[src/design/msp430_isa_pkg.sv]
/*
 * MSP430 instruction set definitions
 * Opcode field positions, register numbers, special opcodes and the
 * enumerations used to report a decoded instruction
 */

`default_nettype none

package msp430_isa_pkg;

  // ================================================
  // Widths
  // ================================================
  localparam int OPCODE_W  = 16;  // Instruction word
  localparam int REG_IDX_W = 4;   // r0..r15
  localparam int IRQ_NUM_W = 4;   // IRQ 0..13, NMI, RESET

  // ================================================
  // Opcode field positions
  // ================================================
  localparam int OP_CLASS_LSB = 13;  // Bits 15:13 select the format
  localparam int OP_SRC_LSB   = 8;   // Two-op source register
  localparam int OP_AD_BIT    = 7;   // Destination mode
  localparam int OP_BW_BIT    = 6;   // Byte/word select
  localparam int OP_AS_LSB    = 4;   // Source mode, 2 bits
  localparam int OP_DST_LSB   = 0;   // Dest reg, also single-op reg

  // Registers with special addressing behaviour
  localparam logic [REG_IDX_W-1:0] REG_PC = 4'd0;  // Program counter
  localparam logic [REG_IDX_W-1:0] REG_SR = 4'd2;  // Status reg / CG1
  localparam logic [REG_IDX_W-1:0] REG_CG = 4'd3;  // Constant generator

  // Special opcodes
  localparam logic [OPCODE_W-1:0] NOP_OPCODE   = 16'h4303;  // MOV #0, r3
  localparam logic [OPCODE_W-1:0] SWBRK_OPCODE = 16'h4343;  // MOV.B #0, r3

  // ================================================
  // Instruction enumerations
  // ================================================
  typedef enum logic [1:0] {
    IC_IRQ,     // Interrupt entry
    IC_SINGLE,  // Format II
    IC_JUMP,    // Format III
    IC_TWO_OP   // Format I
  } inst_class_e;

  typedef enum logic [4:0] {
    MN_IRQ, MN_NMI, MN_RESET,
    // Single-operand
    MN_RRC, MN_SWPB, MN_RRA, MN_SXT, MN_PUSH, MN_CALL, MN_RETI,
    // Jumps
    MN_JNE, MN_JEQ, MN_JNC, MN_JC, MN_JN, MN_JGE, MN_JL, MN_JMP,
    // Two-operand
    MN_MOV, MN_ADD, MN_ADDC, MN_SUBC, MN_SUB, MN_CMP,
    MN_DADD, MN_BIT, MN_BIC, MN_BIS, MN_XOR, MN_AND,
    MN_INVALID  // No table entry
  } mnemonic_e;

  typedef enum logic [3:0] {
    SM_NONE,
    SM_REG,        // Rn
    SM_INDEXED,    // x(Rn)
    SM_SYMBOLIC,   // EDE, PC relative
    SM_ABSOLUTE,   // &EDE
    SM_INDIRECT,   // @Rn
    SM_AUTOINC,    // @Rn+
    SM_IMMEDIATE,  // #N
    SM_CONST_0, SM_CONST_1, SM_CONST_2, SM_CONST_M1,  // From r3
    SM_CONST_4, SM_CONST_8                            // From r2
  } src_mode_e;

  typedef enum logic [2:0] {
    DM_NONE, DM_REG, DM_INDEXED, DM_SYMBOLIC, DM_ABSOLUTE
  } dst_mode_e;

  typedef enum logic [1:0] {
    SP_NONE, SP_NOP, SP_SBREAK
  } special_e;

endpackage

`default_nettype wire

[src/design/trace_pkg.sv]
/*
 * Trace monitor types
 * Live trace of one core, named fetch and execute states,
 * the captured instruction and the decoded instruction record
 */

`default_nettype none

package trace_pkg;

  import msp430_isa_pkg::*;

  // Trace signals of one core, sampled on mclk
  typedef struct packed {
    logic [2:0]           fetch_bin;   // Fetch FSM state code
    logic [3:0]           exec_bin;    // Execute FSM state code
    logic                 decode;      // One-cycle decode strobe
    logic [OPCODE_W-1:0]  ir;          // Instruction register
    logic                 irq_detect;  // Interrupt being taken
    logic [IRQ_NUM_W-1:0] irq_num;
    logic [15:0]          pc;
  } core_trace_t;

  typedef enum logic [2:0] {
    FS_IRQ_FETCH, FS_IRQ_DONE, FS_DEC, FS_EXT1, FS_EXT2, FS_IDLE,
    FS_INVALID  // Codes 6, 7
  } fetch_state_e;

  typedef enum logic [3:0] {
    ES_IRQ_0, ES_IRQ_1, ES_IRQ_2, ES_IRQ_3, ES_IRQ_4,
    ES_SRC_AD, ES_SRC_RD, ES_SRC_WR,
    ES_DST_AD, ES_DST_RD, ES_DST_WR,
    ES_EXEC, ES_JUMP, ES_IDLE,
    ES_INVALID  // Codes E, F
  } exec_state_e;

  // Held on decode, 21 bits
  typedef struct packed {
    logic [OPCODE_W-1:0]  opcode;
    logic                 irq;      // Entry is an interrupt
    logic [IRQ_NUM_W-1:0] irq_num;
  } held_inst_t;

  typedef struct packed {
    inst_class_e          inst_class;
    mnemonic_e            mnemonic;
    logic [IRQ_NUM_W-1:0] irq_num;
    logic                 byte_mode;  // .B suffix
    logic [REG_IDX_W-1:0] src_reg;
    src_mode_e            src_mode;
    logic [REG_IDX_W-1:0] dst_reg;
    dst_mode_e            dst_mode;
    special_e             special;
  } inst_record_t;

endpackage

`default_nettype wire

[src/design/inst_capture.sv]
/*
 * Instruction capture
 * Follows one of two cores, holds opcode, interrupt info and PC on
 * each decode strobe, and counts instructions and cycles per instruction
 */

`timescale 1ns/1ps
`default_nettype none

module inst_capture
  import trace_pkg::*;
#(
  parameter int CNT_W = 32  // Counter width
) (
  input  wire              mclk,
  input  wire              puc_rst,
  input  wire core_trace_t i_core0,
  input  wire core_trace_t i_core1,
  input  wire              i_core_select,  // High follows core 1
  output held_inst_t       o_held,
  output logic [15:0]      o_inst_pc,
  output logic [CNT_W-1:0] o_inst_number,  // Decodes since reset
  output logic [CNT_W-1:0] o_inst_cycle,   // Edges since last decode
  output logic [2:0]       o_fetch_bin,
  output logic [3:0]       o_exec_bin
);

  core_trace_t sel;  // Trace of the followed core

  // ================================================
  // Core selection
  // ================================================
  assign sel = i_core_select ? i_core1 : i_core0;

  assign o_fetch_bin = sel.fetch_bin;  // Straight to state decode
  assign o_exec_bin  = sel.exec_bin;

  // ================================================
  // Capture on decode
  // ================================================
  always_ff @(posedge mclk or posedge puc_rst) begin
    if (puc_rst) begin
      // Reads as RESET entry until first decode
      o_held    <= '{opcode: '0, irq: 1'b1, irq_num: '1};
      o_inst_pc <= '0;
    end else if (sel.decode) begin
      o_held    <= '{opcode: sel.ir, irq: sel.irq_detect, irq_num: sel.irq_num};
      o_inst_pc <= sel.pc;
    end
  end

  // Instruction count
  always_ff @(posedge mclk or posedge puc_rst) begin
    if (puc_rst) begin
      o_inst_number <= '0;
    end else if (sel.decode) begin
      o_inst_number <= o_inst_number + 1'b1;
    end
  end

  // Cycle within instruction
  always_ff @(posedge mclk or posedge puc_rst) begin
    if (puc_rst) begin
      o_inst_cycle <= '0;
    end else if (sel.decode) begin
      o_inst_cycle <= '0;                   // Restart on every strobe
    end else begin
      o_inst_cycle <= o_inst_cycle + 1'b1;  // Free-running, wraps
    end
  end

  // ================================================
  // Checks
  // ================================================
  // Strobe from the followed core must be clean once out of reset
  a_decode_known: assert property (
    @(posedge mclk) disable iff (puc_rst) !$isunknown(sel.decode)
  ) else $error("decode strobe unknown");

  // Back-to-back strobes keep the count at zero
  a_cycle_restart: assert property (
    @(posedge mclk) disable iff (puc_rst) sel.decode |=> (o_inst_cycle == '0)
  ) else $error("cycle counter not cleared by decode");

endmodule

`default_nettype wire

[src/design/inst_classify.sv]
/*
 * Instruction classifier
 * Format and mnemonic of the held instruction, or the interrupt
 * source when the entry was an interrupt
 */

`timescale 1ns/1ps
`default_nettype none

module inst_classify
  import msp430_isa_pkg::*, trace_pkg::*;
(
  input  wire held_inst_t i_held,
  output inst_class_e     o_class,
  output mnemonic_e       o_mnemonic
);

  logic [2:0] fmt;  // Format bits 15:13
  assign fmt = i_held.opcode[OPCODE_W-1:OP_CLASS_LSB];

  // Format
  always_comb begin
    if (i_held.irq) begin
      o_class = IC_IRQ;
    end else begin
      case (fmt)
        3'b000:  o_class = IC_SINGLE;
        3'b001:  o_class = IC_JUMP;
        default: o_class = IC_TWO_OP;  // 010..111
      endcase
    end
  end

  // ================================================
  // Mnemonic tables
  // ================================================
  always_comb begin
    o_mnemonic = MN_INVALID;
    case (o_class)
      IC_IRQ: begin
        case (i_held.irq_num)
          4'd14:   o_mnemonic = MN_NMI;
          4'd15:   o_mnemonic = MN_RESET;
          default: o_mnemonic = MN_IRQ;  // Number kept in record
        endcase
      end
      IC_SINGLE: begin
        case (i_held.opcode[15:7])
          9'b000100_000: o_mnemonic = MN_RRC;
          9'b000100_001: o_mnemonic = MN_SWPB;
          9'b000100_010: o_mnemonic = MN_RRA;
          9'b000100_011: o_mnemonic = MN_SXT;
          9'b000100_100: o_mnemonic = MN_PUSH;
          9'b000100_101: o_mnemonic = MN_CALL;
          9'b000100_110: o_mnemonic = MN_RETI;
          default:       o_mnemonic = MN_INVALID;  // Unused format II slots
        endcase
      end
      IC_JUMP: begin
        case (i_held.opcode[15:10])  // Condition in 12:10
          6'b001_000: o_mnemonic = MN_JNE;
          6'b001_001: o_mnemonic = MN_JEQ;
          6'b001_010: o_mnemonic = MN_JNC;
          6'b001_011: o_mnemonic = MN_JC;
          6'b001_100: o_mnemonic = MN_JN;
          6'b001_101: o_mnemonic = MN_JGE;
          6'b001_110: o_mnemonic = MN_JL;
          default:    o_mnemonic = MN_JMP;  // 001_111
        endcase
      end
      default: begin
        case (i_held.opcode[15:12])
          4'b0100: o_mnemonic = MN_MOV;
          4'b0101: o_mnemonic = MN_ADD;
          4'b0110: o_mnemonic = MN_ADDC;
          4'b0111: o_mnemonic = MN_SUBC;
          4'b1000: o_mnemonic = MN_SUB;
          4'b1001: o_mnemonic = MN_CMP;
          4'b1010: o_mnemonic = MN_DADD;
          4'b1011: o_mnemonic = MN_BIT;
          4'b1100: o_mnemonic = MN_BIC;
          4'b1101: o_mnemonic = MN_BIS;
          4'b1110: o_mnemonic = MN_XOR;
          4'b1111: o_mnemonic = MN_AND;
          default: o_mnemonic = MN_INVALID;
        endcase
      end
    endcase
  end

endmodule

`default_nettype wire

[src/design/operand_decode.sv]
/*
 * Operand decoder
 * Byte flag, source and destination registers with their addressing
 * modes (constant generator included), and NOP / software break
 */

`timescale 1ns/1ps
`default_nettype none

module operand_decode
  import msp430_isa_pkg::*, trace_pkg::*;
(
  input  wire held_inst_t            i_held,
  input  wire inst_class_e           i_class,
  output logic                       o_byte,
  output logic       [REG_IDX_W-1:0] o_src_reg,
  output src_mode_e                  o_src_mode,
  output logic       [REG_IDX_W-1:0] o_dst_reg,
  output dst_mode_e                  o_dst_mode,
  output special_e                   o_special
);

  logic [OPCODE_W-1:0]  op;
  logic [REG_IDX_W-1:0] lo_reg;   // Bits 3:0
  logic [REG_IDX_W-1:0] hi_reg;   // Bits 11:8
  logic [1:0]           as_bits;

  assign op      = i_held.opcode;
  assign lo_reg  = op[OP_DST_LSB +: REG_IDX_W];
  assign hi_reg  = op[OP_SRC_LSB +: REG_IDX_W];
  assign as_bits = op[OP_AS_LSB +: 2];

  // As applied to a register, r2/r3 double as constant generators
  function automatic src_mode_e src_mode_f(input logic [1:0] as_f,
                                           input logic [REG_IDX_W-1:0] rg);
    src_mode_e m;
    if (rg == REG_CG) begin
      case (as_f)
        2'b00:   m = SM_CONST_0;
        2'b01:   m = SM_CONST_1;
        2'b10:   m = SM_CONST_2;
        default: m = SM_CONST_M1;
      endcase
    end else if (rg == REG_SR) begin
      case (as_f)
        2'b00:   m = SM_REG;
        2'b01:   m = SM_ABSOLUTE;  // &EDE
        2'b10:   m = SM_CONST_4;
        default: m = SM_CONST_8;
      endcase
    end else begin
      case (as_f)
        2'b00:   m = SM_REG;
        2'b01:   m = (rg == REG_PC) ? SM_SYMBOLIC : SM_INDEXED;
        2'b10:   m = SM_INDIRECT;
        default: m = (rg == REG_PC) ? SM_IMMEDIATE : SM_AUTOINC;  // @PC+ is #N
      endcase
    end
    return m;
  endfunction

  // ================================================
  // Operands per format
  // ================================================
  always_comb begin
    o_byte     = 1'b0;
    o_src_reg  = '0;        // Jump and IRQ carry no registers
    o_src_mode = SM_NONE;
    o_dst_reg  = '0;
    o_dst_mode = DM_NONE;
    case (i_class)
      IC_SINGLE: begin
        o_byte     = op[OP_BW_BIT];
        o_src_reg  = lo_reg;
        o_src_mode = src_mode_f(as_bits, lo_reg);
      end
      IC_TWO_OP: begin
        o_byte     = op[OP_BW_BIT];
        o_src_reg  = hi_reg;
        o_src_mode = src_mode_f(as_bits, hi_reg);
        o_dst_reg  = lo_reg;
        if (!op[OP_AD_BIT])       o_dst_mode = DM_REG;
        else if (lo_reg == REG_SR) o_dst_mode = DM_ABSOLUTE;
        else if (lo_reg == REG_PC) o_dst_mode = DM_SYMBOLIC;
        else                       o_dst_mode = DM_INDEXED;
      end
      default: ;
    endcase
  end

  // Exact opcode match, never on an interrupt entry
  always_comb begin
    if (i_held.irq)                 o_special = SP_NONE;
    else if (op == NOP_OPCODE)      o_special = SP_NOP;
    else if (op == SWBRK_OPCODE)    o_special = SP_SBREAK;
    else                            o_special = SP_NONE;
  end

endmodule

`default_nettype wire

[src/design/state_decode.sv]
/*
 * State decoder
 * Names the fetch and execute FSM state codes of the followed core
 */

`timescale 1ns/1ps
`default_nettype none

module state_decode
  import trace_pkg::*;
(
  input  wire          mclk,
  input  wire          puc_rst,
  input  wire  [2:0]   i_fetch_bin,
  input  wire  [3:0]   i_exec_bin,
  output fetch_state_e o_fetch_state,
  output exec_state_e  o_exec_state
);

  // Fetch FSM
  always_comb begin
    case (i_fetch_bin)
      3'h0:    o_fetch_state = FS_IRQ_FETCH;
      3'h1:    o_fetch_state = FS_IRQ_DONE;
      3'h2:    o_fetch_state = FS_DEC;
      3'h3:    o_fetch_state = FS_EXT1;
      3'h4:    o_fetch_state = FS_EXT2;
      3'h5:    o_fetch_state = FS_IDLE;
      default: o_fetch_state = FS_INVALID;
    endcase
  end

  // Execute FSM, IRQ steps are not in code order
  always_comb begin
    case (i_exec_bin)
      4'h2:    o_exec_state = ES_IRQ_0;
      4'h1:    o_exec_state = ES_IRQ_1;
      4'h0:    o_exec_state = ES_IRQ_2;
      4'h3:    o_exec_state = ES_IRQ_3;
      4'h4:    o_exec_state = ES_IRQ_4;
      4'h5:    o_exec_state = ES_SRC_AD;
      4'h6:    o_exec_state = ES_SRC_RD;
      4'h7:    o_exec_state = ES_SRC_WR;
      4'h8:    o_exec_state = ES_DST_AD;
      4'h9:    o_exec_state = ES_DST_RD;
      4'hA:    o_exec_state = ES_DST_WR;
      4'hB:    o_exec_state = ES_EXEC;
      4'hC:    o_exec_state = ES_JUMP;
      4'hD:    o_exec_state = ES_IDLE;
      default: o_exec_state = ES_INVALID;
    endcase
  end

  a_exec_known: assert property (
    @(posedge mclk) disable iff (puc_rst) !$isunknown(i_exec_bin)
  ) else $error("execute state code unknown");

endmodule

`default_nettype wire

[src/design/trace_monitor.sv]
/*
 * Dual-core MSP430 trace monitor
 * Follows the selected core and reports the current instruction,
 * its PC, counters and the named FSM states
 */

`timescale 1ns/1ps
`default_nettype none

module trace_monitor
  import msp430_isa_pkg::*, trace_pkg::*;
#(
  parameter int CNT_W = 32  // Instruction and cycle counters
) (
  input  wire              mclk,
  input  wire              puc_rst,
  input  wire core_trace_t i_core0,
  input  wire core_trace_t i_core1,
  input  wire              i_core_select,
  output inst_record_t     o_record,
  output logic [15:0]      o_inst_pc,
  output logic [CNT_W-1:0] o_inst_number,
  output logic [CNT_W-1:0] o_inst_cycle,
  output fetch_state_e     o_fetch_state,
  output exec_state_e      o_exec_state
);

  held_inst_t           held;
  inst_class_e          inst_class;
  mnemonic_e            mnemonic;
  logic                 byte_mode;
  logic [REG_IDX_W-1:0] src_reg;
  logic [REG_IDX_W-1:0] dst_reg;
  src_mode_e            src_mode;
  dst_mode_e            dst_mode;
  special_e             special;
  logic [2:0]           fetch_bin;
  logic [3:0]           exec_bin;

  inst_capture #(.CNT_W(CNT_W)) u_capture (
    .mclk, .puc_rst, .i_core0, .i_core1, .i_core_select,
    .o_held(held), .o_inst_pc, .o_inst_number, .o_inst_cycle,
    .o_fetch_bin(fetch_bin), .o_exec_bin(exec_bin)
  );

  inst_classify u_classify (.i_held(held), .o_class(inst_class), .o_mnemonic(mnemonic));

  operand_decode u_operands (
    .i_held(held), .i_class(inst_class), .o_byte(byte_mode),
    .o_src_reg(src_reg), .o_src_mode(src_mode),
    .o_dst_reg(dst_reg), .o_dst_mode(dst_mode), .o_special(special)
  );

  state_decode u_states (
    .mclk, .puc_rst, .i_fetch_bin(fetch_bin), .i_exec_bin(exec_bin),
    .o_fetch_state, .o_exec_state
  );

  // Combinational from held value, valid right after the capture edge
  assign o_record = '{inst_class: inst_class, mnemonic: mnemonic,
                      irq_num: held.irq_num, byte_mode: byte_mode,
                      src_reg: src_reg, src_mode: src_mode,
                      dst_reg: dst_reg, dst_mode: dst_mode, special: special};

endmodule

`default_nettype wire

[config.mk]
export PLATFORM = sky130hd
export DESIGN_NAME = trace_monitor
export DESIGN_NICKNAME = d
export VERILOG_FILES = /design/src/design/msp430_isa_pkg.sv /design/src/design/trace_pkg.sv /design/src/design/inst_capture.sv /design/src/design/inst_classify.sv /design/src/design/operand_decode.sv /design/src/design/state_decode.sv /design/src/design/trace_monitor.sv
export SDC_FILE = /design/constraint.sdc
export NUM_CORES = 1
export LEC_CHECK = 0
export BUFFER_PORTS_ARGS = -buffer_cell sky130_fd_sc_hd__buf_2
export CAP_MARGIN = 20
export CORE_MARGIN = 10
export CORE_UTILIZATION = 46
export DETAILED_ROUTE_END_ITERATION = 10
export PLACE_DENSITY = 0.78
export SLEW_MARGIN = 0
export SYNTH_ARGS = -nofsm -noshare
export SYNTH_HDL_FRONTEND = slang
export SYNTH_SLANG_ARGS = --single-unit
[constraint.sdc]
create_clock -name mclk -period 2.4 [get_ports mclk]
set_input_delay 0 -clock mclk [delete_from_list [all_inputs] [get_ports mclk]]
set_output_delay 0 -clock mclk [all_outputs]
set_load 0.03 [all_outputs]
After elaboration in Yosys (flattened, before gate mapping)
Memories as Yosys holds them, arrays and structs flattened. Index checks and enable logic that the tools add are counted.

Register bits: 101. Memory bits (read-only): 128. Bits of input ports: 93. Output and inout bits: 116. Memories: 2.

Add/sub/neg operators: 2. Equality and inequality tests: 33. Multiplexer cells: 32. Reductions and logical operators: 7.

Memory list: (no name shown) (words 16, width 4, read ports 1, clocked after Yosys merged registers in 0, write ports 0, line inst_classify.sv:72) `case (i_held.opcode[15:12])`; (no name shown) (words 16, width 4, read ports 1, clocked after Yosys merged registers in 0, write ports 0, line state_decode.sv:35) `case (i_exec_bin)`.

Operators by type and width (number): one-hot mux 5 bit (7 select lines) (2); adder 32 x 1 -> 32 bit, second input constant (2); equality test 9 x 6 -> 1 bit, second input constant (7); two-way mux 45 bit (1); equality test 6 x 4 -> 1 bit, second input constant (7); one-hot mux 4 bit (3 select lines) (3); equality test 16 x 15 -> 1 bit, second input constant (2); two-way mux 32 bit (1); two-way mux 4 bit (5); one-hot mux 3 bit (6 select lines) (1); equality test 4 x 2 -> 1 bit, second input constant (4); one-hot mux 4 bit (2 select lines) (2); one-hot mux 5 bit (3 select lines) (1); two-way mux 3 bit (3); equality test 4 bit, second input constant (2); logical NOT 4 bit (2); two-way mux 2 bit (4); one-hot mux 2 bit (2 select lines) (2); equality test 2 bit, second input constant (3); equality test 3 x 1 -> 1 bit, second input constant (2); equality test 3 x 2 -> 1 bit, second input constant (2); equality test 3 bit, second input constant (2); logical NOT 3 bit (2); two-way mux 1 bit (6); 4 further kinds (6).

Longest topological paths before layout
Gate-level depths: netlist of the first run.

Depth after elaboration: 6. Gate-level depth with buffers: 7.

Cells and area by module
From an unflattened synthesis of the first run, not the netlist that was laid out.

Cell total of the unflattened synthesis: 634. Area, all modules: 5945.7 um^2.

By module, submodules not included: inst_capture (times used 1, cells each 491, area an instance 4959.8 um^2, sequential area each 2533.7 um^2); operand_decode (times used 1, cells each 76, area an instance 524.3 um^2, sequential area each 0.0 um^2); inst_classify (times used 1, cells each 55, area an instance 374.1 um^2, sequential area each 0.0 um^2); state_decode (times used 1, cells each 11, area an instance 80.1 um^2, sequential area each 0.0 um^2); trace_monitor (times used 1, cells each 1, area an instance 7.5 um^2, sequential area each 0.0 um^2).

Worst setup path after synthesis of the first run
OpenSTA, ideal clock, no wires.

Kind: reg2out. From: register u_capture.o_held[14] in the netlist's numbering. To: output o_record[9] in the netlist's numbering. Arrival time: 2.287 ns. Data required time: 2.400 ns. Path slack: 0.113 ns. Cell stages (with the launch flop): 6. Buffers on the path: 1. Path through: dfrtp_1 clkbuf_1 nor3b_1 mux2i_1 a211oi_1 nor4_1.

RTL lines: from (decl) (line inst_capture.sv:20) `output held_inst_t o_held,`; from (signal assigned) (line inst_capture.sv:44) `o_held <= '{opcode: '0, irq: 1'b1, irq_num: '1};`; from (signal assigned) (line inst_capture.sv:47) `o_held <= '{opcode: sel.ir, irq: sel.irq_detect, irq_num: sel.irq_num};`; to (decl) (line trace_monitor.sv:20) `output inst_record_t o_record,`.

==> results of run 1 <==
cell families (layout without fill, tap and decap cells):
group	after synthesis	in the layout	synth area share [%]
fa+ha+maj	12	12	2.595
simple gates	251	251	21.95
other cells	0	2	0
xor+xnor	45	45	6.811
mux	58	58	10.23
compound gates	100	100	10.21
buf+inv	58	314	4.433
flops	101	101	43.78
sequential cells by signal, summed over array words and instances (netlist names):
name,count
u_capture.o_inst_pc,16
u_capture.o_inst_number,32
u_capture.o_inst_cycle,32
u_capture.o_held,21
per-layer routing:
metal  vias up  routed length, µm  global-route usage (%)
met4         0                275                   6.304
met3        22                939                   4.306
met5         -                  0                       0
met2       182               9463                   35.67
met1      2647               7474                   23.19
li1       2725                  -                       -
cells in the final DEF, fill, tap and decap left out, types with 7 or more instances in the layout:
master	netlist	final
buf_2	4	205
dfrtp_1	96	96
nand2_1	80	80
dlygate4sd3_1	0	57
mux2i_1	51	51
o21ai_0	47	47
nor2_1	43	43
xnor2_1	36	36
nand3_1	31	31
a21oi_1	19	19
buf_4	7	18
nand4_1	15	15
inv_1	16	14
nor4_1	14	13
nor3_1	13	13
ha_1	12	10
clkbuf_16	0	9
xor2_1	9	8
and3_1	8	8
a31oi_1	7	7
nand2b_1	7	7
o31ai_1	7	7
timing repair:
| action | CTS | global route |
|---|---|---|
| resized for setup | 6 | 8 |
| endpoints found under the setup margin | 3 | 4 |
| buffers inserted | 2 | 1 |
| hold endpoints to repair | 125 | 0 |
| hold buffers | 57 | 0 |
| pin swaps | 0 | 2 |
final cells by class:
| class | instances | area [µm²] |
|---|---|---|
| antenna | 2 | 5.005 |
| clock buffer | 9 | 225.2 |
| clock inverter | 7 | 73.82 |
| fill | 994 | 4220 |
| inverter | 16 | 63.81 |
| multi-input combinational | 466 | 3058 |
| sequential | 101 | 2534 |
| tap | 168 | 210.2 |
| timing repair buffer | 282 | 1772 |
power breakdown:
group / switching, mW / internal, mW / leakage (nW) / total [mW]
Combinational: 0.963 / 0.577 / 2.37 / 1.54
Sequential: 0.200 / 1.86 / 1.32 / 2.06
Clock: 0.650 / 0.812 / 0.146 / 1.46
worst max-delay path: stages (launching register included):
cell and delay, ns:
dfrtp_1 0.40, inv_1 0.14, ha_4 0.20, or4b_4 0.53, a31oi_1 0.26, nor2_1 0.08
a22oi_1 0.18, buf_4 0.19
path summary, 6_finish.rpt:
check / to / slack, ns / cells past startpoint
worst max-delay path: o_record[25] / 0.08 / 7
worst min-delay path: u_capture.o_inst_pc[8] / 0.003 / 3
worst max register to register: u_capture.o_inst_cycle[22] / 0.28 / 4
worst min register to register: u_capture.o_inst_pc[7] / 0.47 / 2
max in group asynchronous: u_capture.o_held[2] / 1.63 / 4
min in group asynchronous: u_capture.o_inst_pc[15] / 0.31 / 4
==> metrics.md, run 1 <==
| Metric | Value |
|---|---|
| Layout cell share with drive strength beyond 1 | `30.65%` |
| Total Power | `5.063 mW` |
| Vias in the first global route | `between 5000 and 6000` |
| Status | `completed` |
| Hold Vio Cnt, Final | `0` |
| Total grt overflow | `0` |
| Port buffer count | `208` |
| Finished Layout Cells | `1051` |
| # nets final | `981` |
| Skew final | `between 0.008 and 0.009 ns` |
| Cells after DPL | `973` |
| Final worst setup slack | `0.08200 ns` |
| Max_slew headroom | `between 50% and 60%` |
| Clock-pin slew on the worst setup and hold paths | `0.07 ns` |
| WHS | `0.003429 ns` |
| # DRC | `0` |
| Die Ht | `~130 µm` |
| Synth warn | `0` |
| IO Pins | `209` |
| Max Transition Viols Final | `0` |
| Ys flop type | `dfrtp_1` |
| Initial core utilization | `a little under half` |
| Leak | `3.829 nW` |
| RSZ-0062 raised after global routing | `false` |
| Number of synthesized flops with an enable pin | `0` |
| Num rows | `40` |
| Synth top area cells | `dfrtp_1, mux2i_1, xnor2_1, nand2_1, o21ai_0` |
| Max VDD drop | `0.4617 mV` |
| Layout area overhead | `37.23%` |
| Crit path time final | `2.318 ns` |
| Crit path max fanout | `8` |
| Clock sinks | `101` |
| Hold Path Class | `input pin to flip-flop` |
| First-pass GRT wire length | `29140 µm` |
| Antenna Violating Nets Remaining | `0` |
| Power Density | `637.5 nW/µm²` |
| Final setup violation count | `0` |
| Die width | `132.2 µm` |
| Synth top area share | `41.51%` |
| Critical Path Source | `u_capture.o_held[18]` |
| Worst slew pin tran | `0.6821 ns` |
| Startpoint of the worst register-to-register path | `u_capture.o_inst_cycle[11]` |
| Largest buffer count on any clock path | `2` |
| Worst-skew pair later-pin latency | `0.34 ns` |
| Cell taking the most area after synthesis | `dfrtp_1` |
| Clk root buf | `clkbuf_16` |
| Drt total wl | `18150 µm` |
| GRT Util Overall | `about a fifth` |
| Wire length per cell | `17.27 µm` |
| #FFs+latches synth | `101` |
| Vias per Instance | `5.305` |
| CP Launch Type | `flip-flop` |
| Distinct cells, synth | `54` |
| Placer congestion estimate | `between 0.9 and 1` |
| Critical path capture point type | `output pin` |
| Critical path required time | `roughly 2.4 ns` |
| TritonCTS Buffers | `9` |
| Register area share after synthesis | `roughly 44%` |
| Crit path DAT | `2.32 ns` |
| Top cells by count, synth | `dfrtp_1, nand2_1, mux2i_1` |
| DRT iter0 DRCs | `409` |
| Count leader, synth | `dfrtp_1` |
| Final core occ | `between 60% and 70%` |
| Synthesized cell area | `about 5800 µm²` |
| Synth Instances | `625` |
| Final period util | `96.58%` |
| Post-DP HPWL | `around 13000 µm` |
| CTS tree | `built` |
| DR pass1 iterations | `5` |
| Max H-tree Level | `3` |
| Fmax | `0.4314 GHz` |
| Critical path class | `flip-flop to output pin` |
| Largest net degree at the start of global routing | `approximately 100` |
| Post-DP Area | `6984 µm²` |
| HP Start | `i_core0[8]` |
| Core ar. | `12160 µm²` |
| Max cap viols | `0` |
| Vias | `5576` |
| Setup TNS | `0 ns` |
| Dpl ws | `about 0.22 ns` |
| Avg Cell Area, Syn | `9.259 µm²` |
| Die Footprint | `roughly 17000 µm²` |
| Final instance area | `7941 µm²` |
| Synth Net Count | `730` |
| Initial antenna violation count | `2` |
| Ys async rst share | `100.0%` |
Note: power is estimated with default switching activity, not from simulation.
==> run 2: changes to the inputs <==
--- a/config.mk
+++ b/config.mk
@@ -5,12 +5,13 @@
 export SDC_FILE = /design/constraint.sdc
 export NUM_CORES = 1
 export LEC_CHECK = 0
+export ABC_AREA = 1
 export BUFFER_PORTS_ARGS = -buffer_cell sky130_fd_sc_hd__buf_2
 export CAP_MARGIN = 20
 export CORE_MARGIN = 10
-export CORE_UTILIZATION = 46
+export CORE_UTILIZATION = 47
 export DETAILED_ROUTE_END_ITERATION = 10
-export PLACE_DENSITY = 0.78
+export PLACE_DENSITY_LB_ADDON = 0.3
 export SLEW_MARGIN = 0
 export SYNTH_ARGS = -nofsm -noshare
 export SYNTH_HDL_FRONTEND = slang
==> run 2 against run 1 <==
Maximum frequency increased by 8.7%; sequential cell count unchanged; worst setup slack improved by 0.19 ns; largest cell class unchanged; largest power group unchanged.
==> metrics.md, run 2 <==
| Metric | Value |
|---|---|
| Status | `completed` |
| Die Footprint | `between 15000 and 20000 µm²` |
| Max cap viols | `0` |
| Critical path capture point type | `output pin` |
| Drt total wl | `20740 µm` |
| Skew final | `0.005835 ns` |
| Crit path DAT | `2.13 ns` |
| Number of synthesized flops with an enable pin | `0` |
| Top Registers | `u_capture.o_inst_cycle x32, u_capture.o_inst_number x32, u_capture.o_held x21` |
| Cells after DPL | `~1300` |
| Num rows | `42` |
| Ys async rst share | `100.0%` |
| Hold Path Class | `input pin to flip-flop` |
| Total Power | `5.039 mW` |
| Synth top area share | `between 30% and 40%` |
| Clk root buf | `clkbuf_16` |
| CP Launch Type | `flip-flop` |
| Worst-skew pair later-pin latency | `0.34 ns` |
| Commonest non-fill, non-tap cell in the layout | `nand2_1` |
| Distinct cells, synth | `43` |
| Wire length per cell | `about 15 µm` |
| Critical path required time | `2.40 ns` |
| Worst slew pin tran | `0.7348 ns` |
| Max VDD drop | `~0.57 mV` |
| Finished Layout Cells | `1383` |
| Crit path time final | `roughly 2.1 ns` |
| Placer congestion estimate | `0.9227` |
| Synth Net Count | `1033` |
| DR pass1 iterations | `5` |
| Synth Instances | `928` |
| Antenna Violating Nets Remaining | `0` |
| Synth warn | `0` |
| Synthesized cell area | `6376 µm²` |
| Vias | `6946` |
| DRT iter0 DRCs | `566` |
| Vias in the first global route | `6685` |
| Total grt overflow | `0` |
| WHS | `0.1593 ns` |
| Largest net degree at the start of global routing | `between 70 and 80` |
| Final period util | `between 80% and 90%` |
| Layout area overhead | `34.63%` |
| Power Density | `approximately 600 nW/µm²` |
| Clock sinks | `roughly 100` |
| Final setup violation count | `0` |
| Avg Cell Area, Syn | `6.871 µm²` |
| Count leader, synth | `nand2_1` |
| Cell taking the most area after synthesis | `dfrtp_1` |
| CTS tree | `built` |
| IO Pins | `209` |
| Ys flop type | `dfrtp_1` |
| #FFs+latches synth | `101` |
| Final core occ | `between 60 and 70%` |
| Initial core utilization | `48.15%` |
| Largest buffer count on any clock path | `2` |
| RSZ-0062 raised after global routing | `false` |
| Core ar. | `13240 µm²` |
| GRT Util Overall | `between 20% and 30%` |
| Max Transition Viols Final | `0` |
| Top cells by count, synth | `nand2_1, nor2_1, dfrtp_1` |
| Leak | `around 4.3 nW` |
| Critical path class | `flip-flop to output pin` |
| Layout cell share with drive strength beyond 1 | `~23%` |
| # nets final | `1305` |
| Vias per Instance | `5.022` |
| Hold Vio Cnt, Final | `0` |
| Die width | `roughly 140 µm` |
| # DRC | `0` |
| Post-DP HPWL | `15170 µm` |
| Clock-pin slew on the worst setup and hold paths | `0.07 ns` |
| Port buffer count | `roughly 210` |
| Fmax | `0.4689 GHz` |
| Crit path max fanout | `9` |
| First-pass GRT wire length | `33200 µm` |
| Initial antenna violation count | `2` |
| Synth top area cells | `dfrtp_1, nand2_1, nor2_1, inv_1, nand3_1` |
| Setup TNS | `0 ns` |
| Die Ht | `between 100 and 150 µm` |
| Register area share after synthesis | `39.74%` |
| TritonCTS Buffers | `9` |
| Most frequent cells in the layout | `nand2_1, buf_2, nor2_1` |
| Max H-tree Level | `3` |
| Max_slew headroom | `50.91%` |
run 2: kinds of logic after synthesis:
kind of cell | count (synthesis) | share of synthesized area [%]
simple gates | 592 | 38.52
flops | 101 | 39.74
mux | 2 | 0.3336
compound gates | 80 | 7.496
buf+inv | 116 | 8.124
fa+ha+maj | 12 | 2.355
xor+xnor | 25 | 3.434
run 2: worst paths after layout:
check / startpoint / end / slack (ns) / cells past startpoint
max: u_capture.o_held[19] / o_record[9] / 0.27 / 9
min: i_core0[37] / u_capture.o_inst_number[0] / 0.16 / 4
max reg2reg: u_capture.o_inst_number[0] / u_capture.o_inst_number[18] / 0.76 / 8
min reg2reg: u_capture.o_inst_cycle[0] / u_capture.o_inst_cycle[0] / 0.49 / 1
max in group asynchronous: puc_rst / u_capture.o_held[0] / 1.37 / 4
min in group asynchronous: puc_rst / u_capture.o_inst_cycle[29] / 0.32 / 3
run 2: report_power, final:
part           internal (mW)  switching, mW
clock                  0.761          0.659
sequential              1.86          0.181
combinational          0.579          0.995
run 2: metal layers:
layer	wire, µm	track usage (%)	part of all wire (%)
met1	8591	26.74	41
met2	10240	36.30	49
met3	1380	4.908	6.7
met4	529	8.107	2.6
met5	0	0	0
run 2: what timing repair did:
| action | in CTS | in global routing |
|---|---|---|
| endpoints found under the setup margin | 0 | 1 |
| hold endpoints to repair | 66 | 0 |
| hold buffers | 75 | 0 |
| buffers inserted | 0 | 2 |
| resized for setup | 0 | 1 |
run 2: through the flow:
stage	cell area, µm²	worst slack, ns
after CTS	8563	0.1866
after floorplan	6380	0.5523
final	8584	0.2676
after global placement	7525	0.6355
after global routing	8584	0.07015
after detailed placement	7525	0.5575
run 2: cell type report:
| type | count | area (µm²) |
|---|---|---|
| clock inverters | 5 | 35.03 |
| diodes | 2 | 5.005 |
| well taps | 176 | 220.2 |
| inverters | 85 | 327.8 |
| multi-input cells | 711 | 3324 |
| repair buffers | 292 | 1884 |
| clock buffers | 11 | 252.7 |
| fillers | 1183 | 4658 |
| flip-flops and latches | 101 | 2535 |
run 2: critical path, cell delays in order (launching register included):
cell and delay (ns):
dfrtp_1 0.41, inv_1 0.14, ha_1 0.22, nand3_1 0.13
nor2_2 0.29, inv_2 0.14, a21oi_1 0.15, nand2_1 0.06
nand2_1 0.05, buf_2 0.19
==> run 3: changes to the inputs <==
--- a/config.mk
+++ b/config.mk
@@ -8,8 +8,10 @@
 export ABC_AREA = 1
 export BUFFER_PORTS_ARGS = -buffer_cell sky130_fd_sc_hd__buf_2
 export CAP_MARGIN = 20
+export CELL_PAD_IN_SITES_DETAIL_PLACEMENT = 1
+export CELL_PAD_IN_SITES_GLOBAL_PLACEMENT = 1
 export CORE_MARGIN = 10
-export CORE_UTILIZATION = 47
+export CORE_UTILIZATION = 32
 export DETAILED_ROUTE_END_ITERATION = 10
 export PLACE_DENSITY_LB_ADDON = 0.3
 export SLEW_MARGIN = 0
==> run 3 against run 2 <==
Clock power up 3%; cell area rose by 1.2%; via count is 1.8% higher; hold slack better by 0.070 ns; combinational power grew 3%; sequential cell count is the same; sequential power about the same; clock skew up 0.0030 ns; sequential share of layout area shrank 0.36 points; die area grew 39%; register-to-register slack hardly changed.
==> metrics.md, run 3 (synthesized netlist as in run 2, its figures left out) <==
| Metric | Value |
|---|---|
| Status | `completed` |
| CP most frequent cell | `nand2_1` |
| Port buffer count | `208` |
| Layout area overhead | `36.28%` |
| Wire length per cell | `16.75 µm` |
| RSZ-0062 raised after global routing | `false` |
| Num rows | `51` |
| Critical Path Source | `u_capture.o_held[18]` |
| Crit path max fanout | `9` |
| Sequential share of power | `39.9%` |
| Slowest cell on the critical path | `dfrtp_2` |
| Hold Path Class | `input pin to async pin` |
| Core ar. | `19530 µm²` |
| Worst-skew pair later-pin latency | `roughly 0.35 ns` |
| Leak | `4.271 nW` |
| Max Transition Viols Final | `0` |
| Clk root buf | `clkbuf_16` |
| Vias per Instance | `4.805` |
| Largest net degree at the start of global routing | `75` |
| DR pass1 iterations | `4` |
| Clock Power Share | `28.5%` |
| Max VDD drop | `0.5699 mV` |
| First-pass GRT wire length | `40180 µm` |
| Clock sinks | `101` |
| IO Pins | `around 210` |
| Final period util | `between 90% and 100%` |
| Skew final | `0.008831 ns` |
| Worst slew pin tran | `0.5458 ns` |
| Power Density | `589.0 nW/µm²` |
| Critical path required time | `approximately 2.4 ns` |
| # DRC | `0` |
| Critical path class | `flip-flop to output pin` |
| Final setup violation count | `0` |
| Die width | `161.2 µm` |
| Most frequent cells in the layout | `nand2_1, buf_2, nor2_1` |
| CP Launch Type | `flip-flop` |
| Max H-tree Level | `3` |
| Die Ht | `approximately 160 µm` |
| Fmax | `0.4549 GHz` |
| Critical path capture point type | `output pin` |
| Layout cell share with drive strength beyond 1 | `22.51%` |
| Drt total wl | `24660 µm` |
| CTS tree | `built` |
| Switching share of power | `38.23%` |
| Antenna Violating Nets Remaining | `0` |
| Sw power | `1.957 mW` |
| DRT iter0 DRCs | `283` |
| Hold Vio Cnt, Final | `0` |
| Final worst setup slack | `0.2016 ns` |
| Largest buffer count on any clock path | `2` |
| Vias | `7073` |
| Buffers & Inverters on Critical Path | `3` |
| Vias in the first global route | `about 7500` |
| Internal power | `3.161 mW` |
| Setup TNS | `0 ns` |
| Initial core utilization | `32.65%` |
| Startpoint of the worst register-to-register path | `u_capture.o_inst_cycle[0]` |
| Total grt overflow | `0` |
| Placer congestion estimate | `0.8568` |
| Commonest non-fill, non-tap cell in the layout | `nand2_1` |
| Initial antenna violation count | `3` |
| Dpl ws | `0.5130 ns` |
| CP Cell Sequence | `inv_1, ha_1, nand3_1, nor2_2, inv_2, a21oi_1, nand2_1, nand2_1, buf_2` |
| Reg2Reg Capture Point | `u_capture.o_inst_cycle[16]` |
| Crit path time final | `about 2.2 ns` |
| Post-DP HPWL | `roughly 18000 µm` |
| # nets final | `1304` |
| Combinational power share | `31.6%` |
| Die Footprint | `25970 µm²` |
| Top Registers | `u_capture.o_inst_cycle x32, u_capture.o_inst_number x32, u_capture.o_held x21` |
| CP delay by family, top | `simple AND/OR/NAND/NOR gates` |
| Max_slew headroom | `63.61%` |
| Cells on worst reg2reg path | `7` |
| CP max stage delay | `0.44 ns` |
| TritonCTS Buffers | `9` |
| GRT Util Overall | `a little under a fifth` |
| Clock-pin slew on the worst setup and hold paths | `0.08 ns` |
| Filler cells | `2600` |
| Crit path DAT | `~2.2 ns` |
| Max cap viols | `0` |
| FF-to-FF setup slack | `0.76 ns` |
==> run 3: changes by cell type in the layout (fill, tap and decap cells not counted), sizes merged <==
cell	delta
buf	-2
clkbuf	-2
diode	+1
dlygate4sd3	+1
inv	+2
==> run 3: metrics by stage <==
step	instances	utilization, %	hold WS [ns]	power, mW	area (µm²)
after detailed placement	1375	39.03	0.06209	3.502	7621
after floorplan	928	-	0.1222	3.018	6380
final	1472	44.50	0.2295	5.118	8690
after global routing	1472	44.50	0.2525	5.416	8690
after global placement	1375	39.03	0.06061	3.471	7621
after CTS	1467	44.38	0.2412	5.148	8666
==> run 3: layer usage <==
layer	global-route usage [%]	vias to the layer above	part of all wire, %
met3	3.711	18	4.3
met2	32.84	139	51
met5	0	-	0
li1	-	3482	-
met4	4.301	0	0.97
met1	23.19	3434	44
==> run 3: how the worst max path moves through the flow <==
| stage | slack [ns] | cells past startpoint | to |
|---|---|---|---|
| final | 0.20 | 9 | o_record[9] |
| after global placement | 0.64 | 10 | o_record[9] |
| after detailed placement | 0.51 | 11 | o_record[9] |
| after floorplan | 0.55 | 6 | o_record[14] |
| after CTS | 0.14 | 11 | o_record[9] |
| after global routing | 0.02 | 11 | o_record[9] |
==> run 3: cell type report <==
cell class,count,area (µm²),area share [%]
multi-input combinational,711,3324,38.26
sequential,101,2535,29.17
timing repair buffer,291,1879,21.63
tap,265,331.6,3.816
inverter,85,327.8,3.772
clock buffer,9,225.2,2.592
clock inverter,7,58.81,0.6767
antenna,3,7.507,0.08639
==> run 3: tightest hold or removal path, delay by kind of cell <==
family | cells | cell delay [ns]
buffers and inverters | 3 | 1.01
==> run 3: what timing repair did <==
action | in CTS | in global routing
endpoints found under the setup margin | 0 | 1
buffers inserted | 0 | 2
hold buffers | 76 | 0
endpoints found under the hold margin | 55 | 0
resized for setup | 0 | 2
==> run 3: power by group through the flow <==
stage	Combinational [mW]	Sequential [mW]	Clock, mW
floorplan	0.792	2.23	0
global route	1.78	2.07	1.57
global placement	1.41	2.06	0
CTS	1.61	2.04	1.50
finish	1.62	2.04	1.46
detailed placement	1.43	2.07	0
